[src/design/aes_credit_ctrl.sv]
// ============================================================
// credit counter for the output sink, CREDITS from 1 to 15
// returns beyond CREDITS are a sink error and are not filtered
// ============================================================
`timescale 1ns/1ps
`default_nettype none

module aes_credit_ctrl #(
   parameter int CREDITS = 4
) (
   input  logic clk,
   input  logic nRst,
   input  logic in_valid,
   input  logic credit_return,
   output logic in_ready,
   output logic accept
);

   localparam int CNT_W = $clog2(CREDITS + 1);

   logic [CNT_W-1:0] credit_cnt;  // free sink slots not yet claimed

   // pipeline cannot stall, so input waits for a credit
   assign in_ready = (credit_cnt != '0);
   assign accept   = in_valid & in_ready;  // valid bit of stage 0

   always_ff @(posedge clk, negedge nRst) begin
      if (!nRst) begin
         credit_cnt <= CNT_W'(CREDITS);
      end else begin
         case ({accept, credit_return})
            2'b10:   credit_cnt <= credit_cnt - 1'b1;  // block taken
            2'b01:   credit_cnt <= credit_cnt + 1'b1;  // slot freed downstream
            default: ;                                 // both or neither
         endcase
      end
   end

endmodule

`default_nettype wire

[config.mk]
export PLATFORM = sky130hd
export DESIGN_NAME = aes_credit_ctrl
export DESIGN_NICKNAME = d
export VERILOG_FILES = /design/src/design/aes_credit_ctrl.sv
export SDC_FILE = /design/constraint.sdc
export NUM_CORES = 1
export LEC_CHECK = 0
export BUFFER_PORTS_ARGS = -buffer_cell sky130_fd_sc_hd__buf_4
export CAP_MARGIN = 10
export CORE_AREA = 2 2 39 41
export DETAILED_ROUTE_END_ITERATION = 8
export DIE_AREA = 0 0 41 43
export PLACE_DENSITY = 0.3
export SLEW_MARGIN = 5
export SYNTH_ARGS = -nofsm -noshare
export SYNTH_HDL_FRONTEND = slang
export SYNTH_SLANG_ARGS = --single-unit
export TNS_END_PERCENT = 1
[constraint.sdc]
create_clock -name clk -period 4 [get_ports clk]
set_clock_uncertainty 0.1 [all_clocks]
set_input_delay 1 -clock clk [delete_from_list [all_inputs] [get_ports clk]]
set_output_delay 1 -clock clk [all_outputs]
set_load 0.01 [all_outputs]
==> flow_metrics.tcl <==
set metrics [dict create \
    status "complete, no violations" \
    p_seq_share_pct 33.6 \
    cap_violations 0 \
    cts_hold_buf 0 \
    synth.top_cell.area_share_pct 28.6 \
    r2r_cells 8 \
    setup_violations 0 \
    intPower_w 0.000135 \
    rsz0062_at_grt "no" \
    ff_latch_area_um2 76.3 \
    largest_register "credit_cnt" \
    holdPathStages 1 \
    io_buffer_count 5 \
    netlist.top_cell.by_area "dfrtp_1" \
    fp.dieW_um 41 \
    drcViolationCount 0 \
    syn_area_per_cell_um2 12.5 \
    fillers 155 \
    fin_cells 39 \
    synth_nets 20 \
    path_clk_slew_ns 0.04 \
    synth_top_cells_by_area "dfrtp_1 29%, dfstp_2 15%, fa_1 11%" \
    synth_cell_types 12 \
    required_ns 2.90 \
    worst_path_most_repeated_cell "buf_4" \
    gp_congestion 0.623 \
    clk_latency_ns 0.23 \
    grt_pass1_wl_um 489 \
    htreeDepth 1 \
    finalHoldViolCount 0 \
    r2r_slack_ns 1.86 \
    combinationalPowerShare_pct 40.1 \
    r2r_start "credit_cnt[0]" \
    numCtsBuffers 3 \
    rows 14 \
    switching_share_pct 32.6 \
    layout_commonest_cell "buf_4" \
    num_vias 112 \
    largest_register_ffs 3 \
    slew_viol_final 0 \
    die_area_mm2 0.00176 \
    ant_nets 0 \
    dieHeight_um 43 \
    tightest_slew_ns 0.150 \
    routedWlPerCell_um 7.95 \
    tns_ns 0 \
    fin_nets 30 \
    drive_above_1_share_pct 56.5 \
    yosysSeqAreaShare_pct 43.6 \
    ioPinCount 6 \
    p_switching_w 0.0000652 \
    grt_pass1_vias 124 \
    post-dp-hpwl_um 250 \
    start_util_pct 12.7 \
    syn_area_um2 175 \
    multi_input_area_um2 91.3 \
    viasPerCell 2.87 \
    clkPwrFrac_pct 26.3 \
    drt_pass1_iterations 1 \
    cts_resized 0 \
    crit_fanout 2 \
    top_regs "credit_cnt (3)" \
    cts_sinks 3 \
    drt-initial-drc-count 0 \
    whs_endpoint "credit_cnt[2]" \
    hold_class "flop to flop" \
    synth_seq_cells 3 \
    powerDensity_mw_per_mm2 772 \
    critPathSlowestCell "buf_4" \
    relSlewSlack_pct 90.0 \
    grt_usage_pct 5.35 \
    grt_overflow 0 \
    min-delay-start "credit_cnt[2]" \
    finalCritPeriodShare_pct 60.7 \
    cts_tree "built" \
    post-cts-setup-buffers 0 \
    antenna_cells 0 \
    wl_um 310 \
    min_period_ns 2.43 \
    clockBufferDepth 2 \
    path_class "input port to output port" \
    dp_cells 35 \
    peakVddDrop_v 0.000219 \
    crit_arrival_ns 1.33 \
    core_mm2 0.00138 \
    grt_max_degree 4 \
    cts-root-buf "clkbuf_4" \
    cp-end-kind "output port" \
    yosys_warnings 0 \
    fmax_mhz 412 \
    crit_chain "buf_4 -> nand2_2 -> inv_2 -> buf_4" \
    leakage_nw 0.119 \
    slowest_delay_ns 0.13 \
    antenna_found_initial 0 \
    syn_to_final_growth_pct 47.9 \
    most-common-layout-cells "5 x buf_4, 3 x clkbuf_4, 2 x xor2_1, 2 x dfrtp_1" \
    start_kind "input port" \
    r2r-end "credit_cnt[2]" \
    syn_inst 14 \
]
worst max-delay path: cells and delay by family:
kind	cells	cell delay (ns)
simple gates	1	0.06
buf+inv	3	0.27
worst max path at each step:
stage / start / endpoint / cells past startpoint
2_1_floorplan: in_valid / accept / 2
3_3_place_gp: in_valid / accept / 4
3_5_place_dp: in_valid / accept / 4
4_1_cts: in_valid / accept / 4
5_1_grt: in_valid / accept / 4
6_report: in_valid / accept / 4
routing by layer:
layer | track usage [%] | up-vias | part of all wire [%]
li1 | - | 60 | -
met1 | 5.56 | 47 | 43
met2 | 4.69 | 5 | 44
met3 | 3.14 | 0 | 12
met4 | 10.0 | 0 | 0
met5 | 0 | - | 0
final cells by class:
class	instances	area share (%)
clock buffers	4	10.1
well taps	16	7.73
flip-flops and latches	3	29.5
repair buffers	5	14.5
multi-input cells	9	35.3
inverters	2	2.90
cell families (layout without fill, tap and decap cells):
kind of cell / Yosys count / count (layout) / share of synthesized area [%]
buffers and inverters: 2 / 11 / 4.28
and+or+nand+nor: 3 / 3 / 12.1
adders and majority gates: 2 / 2 / 18.6
xor gates and xnor gates: 3 / 3 / 15.0
DFF: 3 / 3 / 43.6
muxes: 1 / 1 / 6.43
per-stage QoR:
| stage | utilization, % | hold WS (ns) | instance area [um^2] | power [W] | setup WS, ns |
|---|---|---|---|---|---|
| 2_1_floorplan | - | 0.404 | 175 | 0.000123 | 1.80 |
| 3_3_place_gp | 16.8 | 0.418 | 233 | 0.000149 | 1.57 |
| 3_5_place_dp | 16.8 | 0.423 | 233 | 0.000150 | 1.57 |
| 4_1_cts | 18.7 | 0.431 | 259 | 0.000206 | 1.57 |
| 5_1_grt | 18.7 | 0.441 | 259 | 0.000216 | 1.55 |
| 6_report | 18.7 | 0.428 | 259 | 0.000200 | 1.57 |
power groups by stage:
stage / combinational, W / clock, W / sequential, W
finish: 0.0000802 / 0.0000525 / 0.0000672
global route: 0.0000888 / 0.0000574 / 0.0000700
CTS: 0.0000813 / 0.0000566 / 0.0000676
detailed placement: 0.0000818 / 0 / 0.0000680
global placement: 0.0000808 / 0 / 0.0000682
floorplan: 0.0000583 / 0 / 0.0000648
cell usage after synthesis:
library cell / instances
nand2_2: 1
inv_2: 1
or3_4: 1
fa_1: 1
nor2_1: 1
dfrtp_1: 2
ha_1: 1
dfstp_2: 1
mux2_2: 1
inv_1: 1
xor2_1: 2
xnor2_1: 1
Power figures use the tool's default switching activity.
