$ cat config.mk
export PLATFORM = sky130hd
export DESIGN_NAME = aes_round_stage
export DESIGN_NICKNAME = d
export VERILOG_FILES = /design/src/design/aes_pkg.sv /design/src/design/aes_round_stage.sv
export SDC_FILE = /design/constraint.sdc
export NUM_CORES = 1
export LEC_CHECK = 0
export BUFFER_PORTS_ARGS = -buffer_cell sky130_fd_sc_hd__buf_2
export CAP_MARGIN = 20
export CORE_AREA = 2 2 199 201
export DETAILED_ROUTE_END_ITERATION = 16
export DIE_AREA = 0 0 201 203
export GPL_ROUTABILITY_DRIVEN = 1
export SLEW_MARGIN = 15
export SYNTH_ARGS = -nofsm -noshare
export SYNTH_HDL_FRONTEND = slang
export SYNTH_SLANG_ARGS = --single-unit
$ cat constraint.sdc
create_clock -name clk -period 1.1 [get_ports clk]
set_input_delay 0.165 -clock clk [delete_from_list [all_inputs] [get_ports clk]]
set_output_delay 0.165 -clock clk [all_outputs]
set_load 0.02 [all_outputs]
$ cat src/design/aes_pkg.sv
// ============================================================
// AES-128 only; blocks and keys are stored column-major as in FIPS-197
// byte 0 of the standard is the MSB byte of the 128-bit vector
// ============================================================
`default_nettype none

package aes_pkg;

   typedef logic [0:3][7:0] aes_word_t;   // one column, row 0 first
   typedef aes_word_t [0:3] aes_block_t;  // blk[col][row]

   localparam int AES_NUM_ROUNDS = 10;
   localparam int AES_LATENCY    = AES_NUM_ROUNDS + 1;  // key add plus the rounds

   // forward s-box, entry 0 is the most significant byte
   localparam logic [0:255][7:0] AES_SBOX = {
      128'h637c777bf26b6fc53001672bfed7ab76,
      128'hca82c97dfa5947f0add4a2af9ca472c0,
      128'hb7fd9326363ff7cc34a5e5f171d83115,
      128'h04c723c31896059a071280e2eb27b275,
      128'h09832c1a1b6e5aa0523bd6b329e32f84,
      128'h53d100ed20fcb15b6acbbe394a4c58cf,
      128'hd0efaafb434d338545f9027f503c9fa8,
      128'h51a3408f929d38f5bcb6da2110fff3d2,
      128'hcd0c13ec5f974417c4a77e3d645d1973,
      128'h60814fdc222a908846eeb814de5e0bdb,
      128'he0323a0a4906245cc2d3ac629195e479,
      128'he7c8376d8dd54ea96c56f4ea657aae08,
      128'hba78252e1ca6b4c6e8dd741f4bbd8b8a,
      128'h703eb5664803f60e613557b986c11d9e,
      128'he1f8981169d98e949b1e87e9ce5528df,
      128'h8ca1890dbfe6426841992d0fb054bb16
   };

   function automatic logic [7:0] aes_sbox(input logic [7:0] b);
      return AES_SBOX[b];
   endfunction

   // round constant for key expansion, rounds 1 to 10
   function automatic logic [7:0] aes_rcon(input int round);
      logic [7:0] rc;
      case (round)
         1:       rc = 8'h01;
         2:       rc = 8'h02;
         3:       rc = 8'h04;
         4:       rc = 8'h08;
         5:       rc = 8'h10;
         6:       rc = 8'h20;
         7:       rc = 8'h40;
         8:       rc = 8'h80;
         9:       rc = 8'h1b;
         10:      rc = 8'h36;
         default: rc = 8'h00;  // no constant outside the schedule
      endcase
      return rc;
   endfunction

   // multiply by 2 in GF(2^8), x^8 folded back as 1b
   function automatic logic [7:0] aes_xtime(input logic [7:0] b);
      return {b[6:0], 1'b0} ^ (b[7] ? 8'h1b : 8'h00);
   endfunction

   // multiply by 3 = 2b + b
   function automatic logic [7:0] aes_mul3(input logic [7:0] b);
      return aes_xtime(b) ^ b;
   endfunction

endpackage

`default_nettype wire

$ cat src/design/aes_round_stage.sv
// ============================================================
// one registered AES-128 stage, stage 0 is the initial key add
// the round key is expanded here and travels with the block
// ============================================================
`timescale 1ns/1ps
`default_nettype none

module aes_round_stage import aes_pkg::*; #(
   parameter int ROUND      = 0,
   parameter int NUM_ROUNDS = AES_NUM_ROUNDS
) (
   input  logic       clk,
   input  logic       nRst,
   input  logic       valid_in,
   input  aes_block_t block_in,
   input  aes_block_t key_in,
   output logic       valid_out,
   output aes_block_t block_out,
   output aes_block_t key_out
);

   aes_block_t round_key;   // key of this round, also handed on
   aes_block_t state_next;

   // one column times the fixed MixColumns matrix
   function automatic aes_word_t mix_column(input aes_word_t a);
      aes_word_t m;
      m[0] = aes_xtime(a[0]) ^ aes_mul3(a[1]) ^ a[2] ^ a[3];
      m[1] = a[0] ^ aes_xtime(a[1]) ^ aes_mul3(a[2]) ^ a[3];
      m[2] = a[0] ^ a[1] ^ aes_xtime(a[2]) ^ aes_mul3(a[3]);
      m[3] = aes_mul3(a[0]) ^ a[1] ^ a[2] ^ aes_xtime(a[3]);
      return m;
   endfunction

   if (ROUND == 0) begin : g_initial
      assign round_key  = key_in;             // cipher key passes unchanged
      assign state_next = block_in ^ key_in;
   end else begin : g_round
      aes_word_t  rot_word;
      aes_word_t  sub_word;
      aes_block_t sub_bytes;
      aes_block_t shift_rows;
      aes_block_t mix_cols;

      // next round key from the previous one
      always_comb begin
         rot_word = {key_in[3][1], key_in[3][2], key_in[3][3], key_in[3][0]};
         for (int r = 0; r < 4; r++) begin
            sub_word[r] = aes_sbox(rot_word[r]);
         end
         sub_word[0]  = sub_word[0] ^ aes_rcon(ROUND);
         round_key[0] = key_in[0] ^ sub_word;
         for (int c = 1; c < 4; c++) begin
            round_key[c] = key_in[c] ^ round_key[c-1];  // chained column xor
         end
      end

      always_comb begin
         for (int c = 0; c < 4; c++) begin
            for (int r = 0; r < 4; r++) begin
               sub_bytes[c][r] = aes_sbox(block_in[c][r]);
            end
         end
         // row r rotates left by r bytes
         for (int c = 0; c < 4; c++) begin
            for (int r = 0; r < 4; r++) begin
               shift_rows[c][r] = sub_bytes[(c + r) % 4][r];
            end
         end
         for (int c = 0; c < 4; c++) begin
            mix_cols[c] = mix_column(shift_rows[c]);
         end
      end

      // final round has no MixColumns
      assign state_next = (ROUND == NUM_ROUNDS) ? (shift_rows ^ round_key)
                                                : (mix_cols ^ round_key);
   end

   always_ff @(posedge clk, negedge nRst) begin
      if (!nRst) begin
         valid_out <= 1'b0;
      end else begin
         valid_out <= valid_in;
      end
   end

   // data and key only move with a valid block
   always_ff @(posedge clk) begin
      if (valid_in) begin
         block_out <= state_next;
         key_out   <= round_key;
      end
   end

endmodule

`default_nettype wire

==> out/metrics.yaml <==
worst_pin_slew_ns: 0.290
critPathLaunchType: "register"
startpoint: "block_out[88]$_DFFE_PP_"
critPathMaxStageDelay_ns: 0.46
netlist-cell-type-count: 3
grt_pass1_wl_mm: 43.0
max_cap_viol_count: 0
place_area_um2: 12400
vdd_drop_max_mv: 1.13
post_cts_buffers: 0
clock_sinks: 257
post-route-util: 0.442
layout_common_cells: "buf_2 (305), dlygate4sd3_1 (258), edfxtp_1 (256)"
rows: 72
cp_cell_sequence: "buf_6"
cts_tree: "done"
holdCritPathClass: "in2reg"
max_freq_mhz: 756
drt_iter0_drc: 331
relSlewSlack: 0.806
wirelength_mm: 30.3
worstPathArrival_ns: 1.16
finalMaxSlewViolations: 0
io_pins: 516
syn_avg_cell_area_um2: 22.9
synthToLayoutAreaGrowth_pct: 92.3
critPathBufInv: 1
cpMaxStageDelayCell: "edfxtp_1"
h-tree-depth: 1
drc: 0
initial_utilization: 0.230
crit_family: "flip-flops"
portBuffers: 515
syn_area_um2: 8830
viasPerCell: 3.85
die_y_um: 203
outcome: "finished with violations"
path_clk_slew_ns: 0.06
post-route-min-period_ns: 1.32
crit_path_end_kind: "primary output"
wl_met1_mm: 10.9
fin_crit_sh: 1.20
yosysTopAreaCell: "edfxtp_1"
critPathKind: "reg2out"
finalSetupTns_ns: -32.54
cts_root_buffer: "clkbuf_16"
postLayoutCellArea_um2: 17000
cts_made_buffers: 27
gp_congestion: 0.866
yosys_warnings: 0
die-area_um2: 40800
hold_viol: 0
finalSetupViolations: 257
synth_nets: 644
grt_max_degree: 26
drive_gt1_frac: 0.465
grt_antenna_before_repair: 0
wl_per_cell_um: 17.4
met2_length_mm: 15.9
endpoint: "block_out[88]"
rsz0062_at_grt: "true"
setup_ws_ns: -0.224
drt_pass1_iterations: 4
critPathRequiredTime_ns: 0.94
ys_seq_area_frac: 0.873
grt_pass1_vias: 7384
final_common_cell: "buf_2"
core_um2: 38500
power.density_nw_per_um2: 1490
synth_area_leaders: "edfxtp_1 (87%), xor2_1 (13%), dfrtp_1 (0.28%)"
hpwl_mm: 19.9
synth_seq_cells: 257
grt-ovfl-total: 0
cp.depth: 1
synth_top_area_frac: 0.870
violations: "negative setup slack"
top_layer: "met4"
dr_wl_met3_mm: 2.40
ctsLongestPathBuffers: 3
power.leakage_nw: 7.14
antenna_cells: 0
path_max_fanout: 1
nets: 1472
dieWidth_um: 201
vias: 6727
syn_inst: 385
antenna_left: 0
grt_usage: 0.136
==> synthesized netlist by cell type <==
master	n
dfrtp_1	1
edfxtp_1	256
xor2_1	128
==> layout make-up <==
type                       count  area, um2
timing repair buffer         799       6760
fill                        3287      21500
tap                          518        648
sequential                   257       7710
multi-input combinational    128       1120
clock buffer                  36        709
clock inverter                 9       38.8
==> sequential cells by signal, summed over array words and instances (netlist names) <==
name / cells
block_out: 128
key_out: 128
valid_out: 1
==> worst min-delay path by stage <==
stage             start  cells past startpoint                     end
2_1_floorplan      nRst                      0     valid_out$_DFF_PN0_
3_3_place_gp       nRst                      1     valid_out$_DFF_PN0_
3_5_place_dp       nRst                      1     valid_out$_DFF_PN0_
4_1_cts        valid_in                      2  key_out[118]$_DFFE_PP_
5_1_grt        valid_in                      2  key_out[118]$_DFFE_PP_
6_report       valid_in                      2  key_out[118]$_DFFE_PP_
==> metrics by stage <==
| stage | setup WS (ns) | hold slack [ns] | total power (W) | instances |
|---|---|---|---|---|
| CTS | -0.261 | 0.0334 | 0.0250 | 1747 |
| detailed placement | 0.101 | -0.0476 | 0.0157 | 1444 |
| global route | -0.261 | 0.0555 | 0.0261 | 1747 |
| floorplan | 0.486 | -0.131 | 0.0137 | 385 |
| finish | -0.224 | 0.0696 | 0.0253 | 1747 |
| global placement | 0.109 | -0.0571 | 0.0157 | 1444 |
==> per-layer routing <==
metal / vias up / GRT usage
li1: 3100 / -
met2: 353 / 0.246
met3: 71 / 0.0374
met4: 0 / 0.0563
met1: 3203 / 0.151
met5: - / 0
==> power breakdown <==
part,switching (W),total [W],internal [W]
registers,0.000450,0.0123,0.0119
logic,0.00240,0.00498,0.00258
clock network,0.00352,0.00799,0.00447
total,0.00637,0.0253,0.0189
==> logic make-up after synthesis <==
| logic type | Yosys count | share of synthesized area |
|---|---|---|
| DFF | 257 | 0.873 |
| xor gates and xnor gates | 128 | 0.127 |
==> repair_timing <==
action	4_1_cts	5_1_grt
setup endpoints to repair	257	257
hold buffers	258	0
resized for setup	258	162
hold endpoints to repair	257	0
Note: power is estimated with default switching activity, not from simulation.
