--- src/design/aes_pkg.sv ---
// ============================================================
// AES-128 only; blocks and keys are stored column-major as in FIPS-197
// byte 0 of the standard is the MSB byte of the 128-bit vector
// ============================================================
`default_nettype none

package aes_pkg;

   typedef logic [0:3][7:0] aes_word_t;   // one column, row 0 first
   typedef aes_word_t [0:3] aes_block_t;  // blk[col][row]

   localparam int AES_NUM_ROUNDS = 10;
   localparam int AES_LATENCY    = AES_NUM_ROUNDS + 1;  // key add plus the rounds

   // forward s-box, entry 0 is the most significant byte
   localparam logic [0:255][7:0] AES_SBOX = {
      128'h637c777bf26b6fc53001672bfed7ab76,
      128'hca82c97dfa5947f0add4a2af9ca472c0,
      128'hb7fd9326363ff7cc34a5e5f171d83115,
      128'h04c723c31896059a071280e2eb27b275,
      128'h09832c1a1b6e5aa0523bd6b329e32f84,
      128'h53d100ed20fcb15b6acbbe394a4c58cf,
      128'hd0efaafb434d338545f9027f503c9fa8,
      128'h51a3408f929d38f5bcb6da2110fff3d2,
      128'hcd0c13ec5f974417c4a77e3d645d1973,
      128'h60814fdc222a908846eeb814de5e0bdb,
      128'he0323a0a4906245cc2d3ac629195e479,
      128'he7c8376d8dd54ea96c56f4ea657aae08,
      128'hba78252e1ca6b4c6e8dd741f4bbd8b8a,
      128'h703eb5664803f60e613557b986c11d9e,
      128'he1f8981169d98e949b1e87e9ce5528df,
      128'h8ca1890dbfe6426841992d0fb054bb16
   };

   function automatic logic [7:0] aes_sbox(input logic [7:0] b);
      return AES_SBOX[b];
   endfunction

   // round constant for key expansion, rounds 1 to 10
   function automatic logic [7:0] aes_rcon(input int round);
      logic [7:0] rc;
      case (round)
         1:       rc = 8'h01;
         2:       rc = 8'h02;
         3:       rc = 8'h04;
         4:       rc = 8'h08;
         5:       rc = 8'h10;
         6:       rc = 8'h20;
         7:       rc = 8'h40;
         8:       rc = 8'h80;
         9:       rc = 8'h1b;
         10:      rc = 8'h36;
         default: rc = 8'h00;  // no constant outside the schedule
      endcase
      return rc;
   endfunction

   // multiply by 2 in GF(2^8), x^8 folded back as 1b
   function automatic logic [7:0] aes_xtime(input logic [7:0] b);
      return {b[6:0], 1'b0} ^ (b[7] ? 8'h1b : 8'h00);
   endfunction

   // multiply by 3 = 2b + b
   function automatic logic [7:0] aes_mul3(input logic [7:0] b);
      return aes_xtime(b) ^ b;
   endfunction

endpackage

`default_nettype wire

--- src/design/aes_key_reg.sv ---
// ============================================================
// cipher key config register, cleared to zero on reset
// a write lands one cycle after key_load, blocks in flight keep theirs
// ============================================================
`timescale 1ns/1ps
`default_nettype none

module aes_key_reg import aes_pkg::*; (
   input  logic       clk,
   input  logic       nRst,
   input  logic       key_load,
   input  aes_block_t key_in,
   output aes_block_t cipher_key
);

   // key for blocks entering stage 0
   always_ff @(posedge clk, negedge nRst) begin
      if (!nRst) begin
         cipher_key <= '0;
      end else if (key_load) begin
         cipher_key <= key_in;  // seen by accepts from next cycle on
      end
   end

endmodule

`default_nettype wire

--- config.mk ---
export PLATFORM = sky130hd
export DESIGN_NAME = aes_key_reg
export DESIGN_NICKNAME = d
export VERILOG_FILES = /design/src/design/aes_pkg.sv /design/src/design/aes_key_reg.sv
export SDC_FILE = /design/constraint.sdc
export NUM_CORES = 1
export LEC_CHECK = 0
export BUFFER_PORTS_ARGS = -buffer_cell sky130_fd_sc_hd__buf_2
export CAP_MARGIN = 25
export CORE_MARGIN = 2
export CORE_UTILIZATION = 30
export DETAILED_ROUTE_END_ITERATION = 7
export GPL_ROUTABILITY_DRIVEN = 0
export PLACE_DENSITY = 0.67
export SYNTH_ARGS = -nofsm -noshare
export SYNTH_HDL_FRONTEND = slang
export SYNTH_SLANG_ARGS = --single-unit
--- constraint.sdc ---
create_clock -name clk -period 1.5 [get_ports clk]
set_clock_uncertainty 0.15 [all_clocks]
set_input_delay 0.225 -clock clk [delete_from_list [all_inputs] [get_ports clk]]
set_output_delay 0.225 -clock clk [all_outputs]
set_load 0.005 [all_outputs]
==> impl_metrics.tcl, run 1 <==
set metrics [dict create \
    top_register "cipher_key" \
    regToRegEndpoint "cipher_key[103]$_DFFE_PN0P_" \
    ant_nets 0 \
    clk_pin_slew_ps 60 \
    insertedDiodeCount 0 \
    cts_max_level 4 \
    finalWorstSetupSlack_ps 179.3 \
    io_buffer_count 258 \
    fmax_mhz 757.2 \
    slew_violations 0 \
    cts.repair.resized 0 \
    ys_ff_latch 128 \
    cts_tree "done" \
    clock-root-buffer "clkbuf_16" \
    syn_area_mm2 0.004822 \
    ios 259 \
    antenna_found_initial 0 \
    path_cells "buf_2" \
    stdcell_count 905 \
    die_y_um 130.8 \
    grt_usage 0.1527 \
    largest_register_ffs 128 \
    maxSlewHeadroom 0.6502 \
    min_period_ps 1321 \
    synth.top_cell.area_share 0.6642 \
    slowest_stage "dfrtp_1" \
    drive_gt1_frac 0.6270 \
    vdd_ir_drop_max_mv 0.6819 \
    initial_core_util 0.3058 \
    vias 3759 \
    mostFrequentLayoutCell "buf_2" \
    crit_fanout 2 \
    firstDrtPassIters 4 \
    fin_nets 807 \
    synthTopCellsByArea "dfrtp_1 (66%), mux2_2 (30%), clkbuf_8 (2.3%), buf_6 (1.4%)" \
    end_kind "output port" \
    overflow 0 \
    syn-num-nets 401 \
    syn_inst 270 \
    critPathBufInv 1 \
    yosysTopAreaCell "dfrtp_1" \
    r2r_cells 1 \
    fin_area_mm2 0.008232 \
    crit_type "reg2out" \
    cts_buffers 17 \
    ff2ff_setup_slack_ps 560 \
    die_area_mm2 0.01710 \
    required_ps 1120 \
    clk_latency_ps 410 \
    placement.cell_area_mm2 0.006366 \
    dpl.hpwl_mm 8.231 \
    arrival_ps 950 \
    whs_ps 224.2 \
    powerDensity_mw_per_mm2 1134 \
    postCtsSetupRepairBufs 0 \
    grt_pass1_vias 4180 \
    rsz0062_at_grt "no" \
    cp-startpoint "cipher_key[48]$_DFFE_PN0P_" \
    row_count 46 \
    setup_viol 0 \
    wire_per_inst_um 14.33 \
    grt_max_degree 101 \
    worst_pin_slew_ps 524.7 \
    finalHoldViolCount 0 \
    finish.utilization 0.5220 \
    via_per_inst 4.154 \
    p_leak_nw 3.924 \
    routed_wl_mm 12.97 \
    critPathLaunchType "flip-flop" \
    status "completed" \
    setup_tns_ps 0 \
    avgSynthCellArea_um2 17.86 \
    grt_pass1_wl_mm 19.89 \
    fillerInstances 1354 \
    yosys.cell_types.count 4 \
    die_w_um 130.8 \
    design.core.area_mm2 0.01577 \
    rr_startpoint "cipher_key[103]$_DFFE_PN0P_" \
    ys_seq_area_frac 0.6642 \
    drc 0 \
    dp_cells 744 \
    ys_warn_count 0 \
    p_total_mw 9.335 \
    cpPeakStageDelay_ps 390 \
    drtIter0Drc 73 \
    layout_common_cells "buf_2 (256), dlygate4sd3_1 (129), mux2_2 (128), dfrtp_1 (128), clkbuf_16 (17)" \
    syn_to_final_growth_pct 70.71 \
    cp-endpoint "cipher_key[48]" \
    fin_crit_sh 0.8805 \
    dp_slack_ps 177.9 \
    hold_path.class "in2reg" \
    cpLargestDelayFamily "flip-flops" \
    clk_path_buf_depth 2 \
    clock_sink_count 128 \
    cp_num_cells 1 \
    cap_violations 0 \
    reg_top3 "cipher_key: 128 flops" \
]
-- power breakdown --
part / internal (mW) / switching [mW]
clock network: 2.41 / 1.53
logic: 0.902 / 0.512
registers: 3.80 / 0.174
-- how the worst min path moves through the flow --
stage / depth (start not counted) / slack (ps) / from / end
final: 4 / 220 / key_load / cipher_key[51]$_DFFE_PN0P_
after global routing: 4 / 230 / key_load / cipher_key[59]$_DFFE_PN0P_
after CTS: 4 / 200 / key_load / cipher_key[51]$_DFFE_PN0P_
after detailed placement: 2 / 140 / nRst / cipher_key[80]$_DFFE_PN0P_
after global placement: 2 / 110 / nRst / cipher_key[80]$_DFFE_PN0P_
after floorplan: 0 / -220 / nRst / cipher_key[0]$_DFFE_PN0P_
-- layer usage --
| layer | up-vias | wire (um) | track usage |
|---|---|---|---|
| met5 | - | 0 | 0 |
| met3 | 24 | 863 | 0.04886 |
| li1 | 1767 | - | - |
| met2 | 153 | 6865 | 0.2754 |
| met4 | 0 | 289 | 0.07134 |
| met1 | 1815 | 4946 | 0.1623 |
-- Yosys cell counts --
cell      count
clkbuf_8      8
dfrtp_1     128
mux2_2      128
buf_6         6
-- cell type report --
type,count,area [um^2],area share
multi-input combinational,128,1441,0.1751
sequential,128,3203,0.3891
clock buffer,20,466.7,0.05670
clock inverter,12,107.6,0.01307
timing repair buffer,401,2743,0.3332
tap,216,270.3,0.03283
-- logic make-up after synthesis --
group / count (synthesis) / share of synthesized area
muxes: 128 / 0.2989
buffers and inverters: 14 / 0.03684
DFF: 128 / 0.6642
-- repair_timing --
action / 4_1_cts / 5_1_grt
hold buffers: 129 / 0
endpoints found under the setup margin: 0 / 0
hold endpoints to repair: 256 / 0
Power figures use the tool's default switching activity.
==> run 2: changes to the inputs <==
Settings changed: ABC_AREA set to 1.
==> run 2 against run 1 <==
  * Sequential power fell by 2%
  * Via count rose by 31%
  * Largest power group is now clock
  * Maximum frequency fell by 6.6%
  * Design area rose by 0.87%
==> impl_metrics.tcl, run 2 <==
set metrics [dict create \
    syn_to_final_growth_pct 67.41 \
    fin_area_mm2 0.008303 \
    cts_max_level 4 \
    grt_pass1_vias 4914 \
    postCtsSetupRepairBufs 0 \
    min_period_ps 1414 \
    die_y_um 132.6 \
    dpl.hpwl_mm 9.042 \
    clock-root-buffer "clkbuf_16" \
    die_area_mm2 0.01758 \
    slew_violations 0 \
    drive_gt1_frac 0.3153 \
    setup_viol 0 \
    hold_path.class "in2async" \
    fmax_mhz 707.4 \
    grt_pass1_wl_mm 24.26 \
    syn_inst 541 \
    mostFrequentLayoutCell "nand2_1" \
    placement.cell_area_mm2 0.006354 \
    cts_buffers 17 \
    routed_wl_mm 14.93 \
    ys_warn_count 0 \
    crit_type "in2reg" \
    die_w_um 132.6 \
    fin_crit_sh 0.9424 \
    row_count 47 \
    clk_pin_slew_ps 50 \
    yosysMostFrequentCell "nand2_1" \
    drc 0 \
    wire_per_inst_um 12.85 \
    setup_tns_ps 0 \
    top_register "cipher_key" \
    maxSlewHeadroom 0.7672 \
    synthArstFlopShare 1.000 \
    ios 259 \
    syn-num-nets 672 \
    antenna_found_initial 0 \
    ant_nets 0 \
    clk_latency_ps 400 \
    drtIter0Drc 165 \
    grt_max_degree 74 \
    overflow 0 \
    ys_seq_area_frac 0.6458 \
    grt_usage 0.1713 \
    yosysTopAreaCell "dfrtp_1" \
    synth.top_cell.area_share 0.6458 \
    cts_tree "done" \
    syn_area_mm2 0.004960 \
    cap_violations 0 \
    p_leak_nw 4.649 \
    cp-startpoint "key_in[45]" \
    cpPeakStageDelay_ps 550 \
    arrival_ps 1560 \
    clk_path_buf_depth 2 \
    p_total_mw 9.634 \
    fin_nets 1060 \
    layout_common_cells "nand2_1 (384), buf_2 (256), dlygate4sd3_1 (132), dfrtp_1 (128), clkbuf_16 (17)" \
    vdd_ir_drop_max_mv 0.7127 \
    ys.flop_type "dfrtp_1" \
    worst_pin_slew_ps 349.2 \
    crit_fanout 1 \
    design.core.area_mm2 0.01635 \
    slowest_stage "dlygate4sd3_1" \
    initial_core_util 0.3034 \
    vias 4916 \
    yosys-top-cells-count "nand2_1 (384), dfrtp_1 (128), buf_6 (27), buf_4 (1), inv_2 (1)" \
    firstDrtPassIters 4 \
    io_buffer_count 258 \
    clock_sink_count 128 \
    via_per_inst 4.231 \
    end_kind "flip-flop" \
    required_ps 1640 \
    largest_register_ffs 128 \
    synth-edff-count 0 \
    insertedDiodeCount 0 \
    rsz0062_at_grt "no" \
    finalHoldViolCount 0 \
    synthTopCellsByArea "dfrtp_1 (65%), nand2_1 (29%), buf_6 (6.1%), buf_4 (0.15%), inv_2 (0.076%)" \
    ys_ff_latch 128 \
    critPathLaunchType "input port" \
    yosys.cell_types.count 5 \
    avgSynthCellArea_um2 9.168 \
    reg_top3 "cipher_key: 128 flops" \
    rr_startpoint "cipher_key[83]$_DFFE_PN0P_" \
    powerDensity_mw_per_mm2 1160 \
    path_cells "dlygate4sd3_1 -> buf_2 -> nand2_1 -> dlygate4sd3_1 -> nand2_1" \
    status "completed" \
]
run 2: cell types whose count changed after synthesis:
cell	delta
buf_4	+1
buf_6	+21
clkbuf_8	-8
inv_2	+1
mux2_2	-128
nand2_1	+384
run 2: per-layer routing:
metal	up-vias	GRT usage	routed length, um
li1	2400	-	-
met1	2276	0.2032	6051
met2	201	0.2899	7459
met3	39	0.04751	926
met4	0	0.07766	493
met5	-	0	0
run 2: critical path, delay by kind of cell:
kind,cells,cell delay [ps]
buffers and inverters,3,1220
and+or+nand+nor,2,120
run 2: what timing repair did:
action | in CTS | in global routing
hold endpoints to repair | 256 | 0
hold buffers | 132 | 0
resized for setup | 0 | 0
run 2: cell families after synthesis:
group	count (synthesis)	share of synthesized area
buf+inv	29	0.06357
flops	128	0.6458
simple gates	384	0.2906
run 2: worst paths after layout:
path / slack, ps / cells after the start / to
max: 90 / 5 / cipher_key[45]$_DFFE_PN0P_
min: 130 / 2 / cipher_key[114]$_DFFE_PN0P_
max reg2reg: 720 / 2 / cipher_key[83]$_DFFE_PN0P_
min reg2reg: 310 / 2 / cipher_key[22]$_DFFE_PN0P_
max in group asynchronous: 470 / 3 / cipher_key[89]$_DFFE_PN0P_
min in group clk: 170 / 4 / cipher_key[71]$_DFFE_PN0P_
run 2: per-stage QoR:
stage               worst slack (ps)  utilization  hold WS [ps]  instances
finish                         86.46       0.5079         133.8       1162
detailed placement             320.4       0.3886      -0.09437        998
floorplan                      635.1            -        -220.6        541
CTS                            122.3       0.5079         126.4       1162
global route                   53.13       0.5079         157.1       1162
global placement               334.6       0.3886        -3.066        998
run 2: power by group:
part | total (mW) | switching, mW | internal [mW] | leakage (nW)
logic | 1.34 | 0.625 | 0.713 | 2.79
clock network | 4.37 | 1.54 | 2.83 | 0.304
registers | 3.92 | 0.163 | 3.76 | 1.56
run 2: cell type report:
type | instances | area [um^2]
Clock buffer | 19 | 442.9
Clock inverter | 13 | 185.2
Fill cell | 1477 | 8045
Inverter | 1 | 6.256
Multi-Input combinational cell | 384 | 1441
Sequential cell | 128 | 3203
Tap cell | 220 | 275.3
Timing Repair Buffer | 397 | 2749
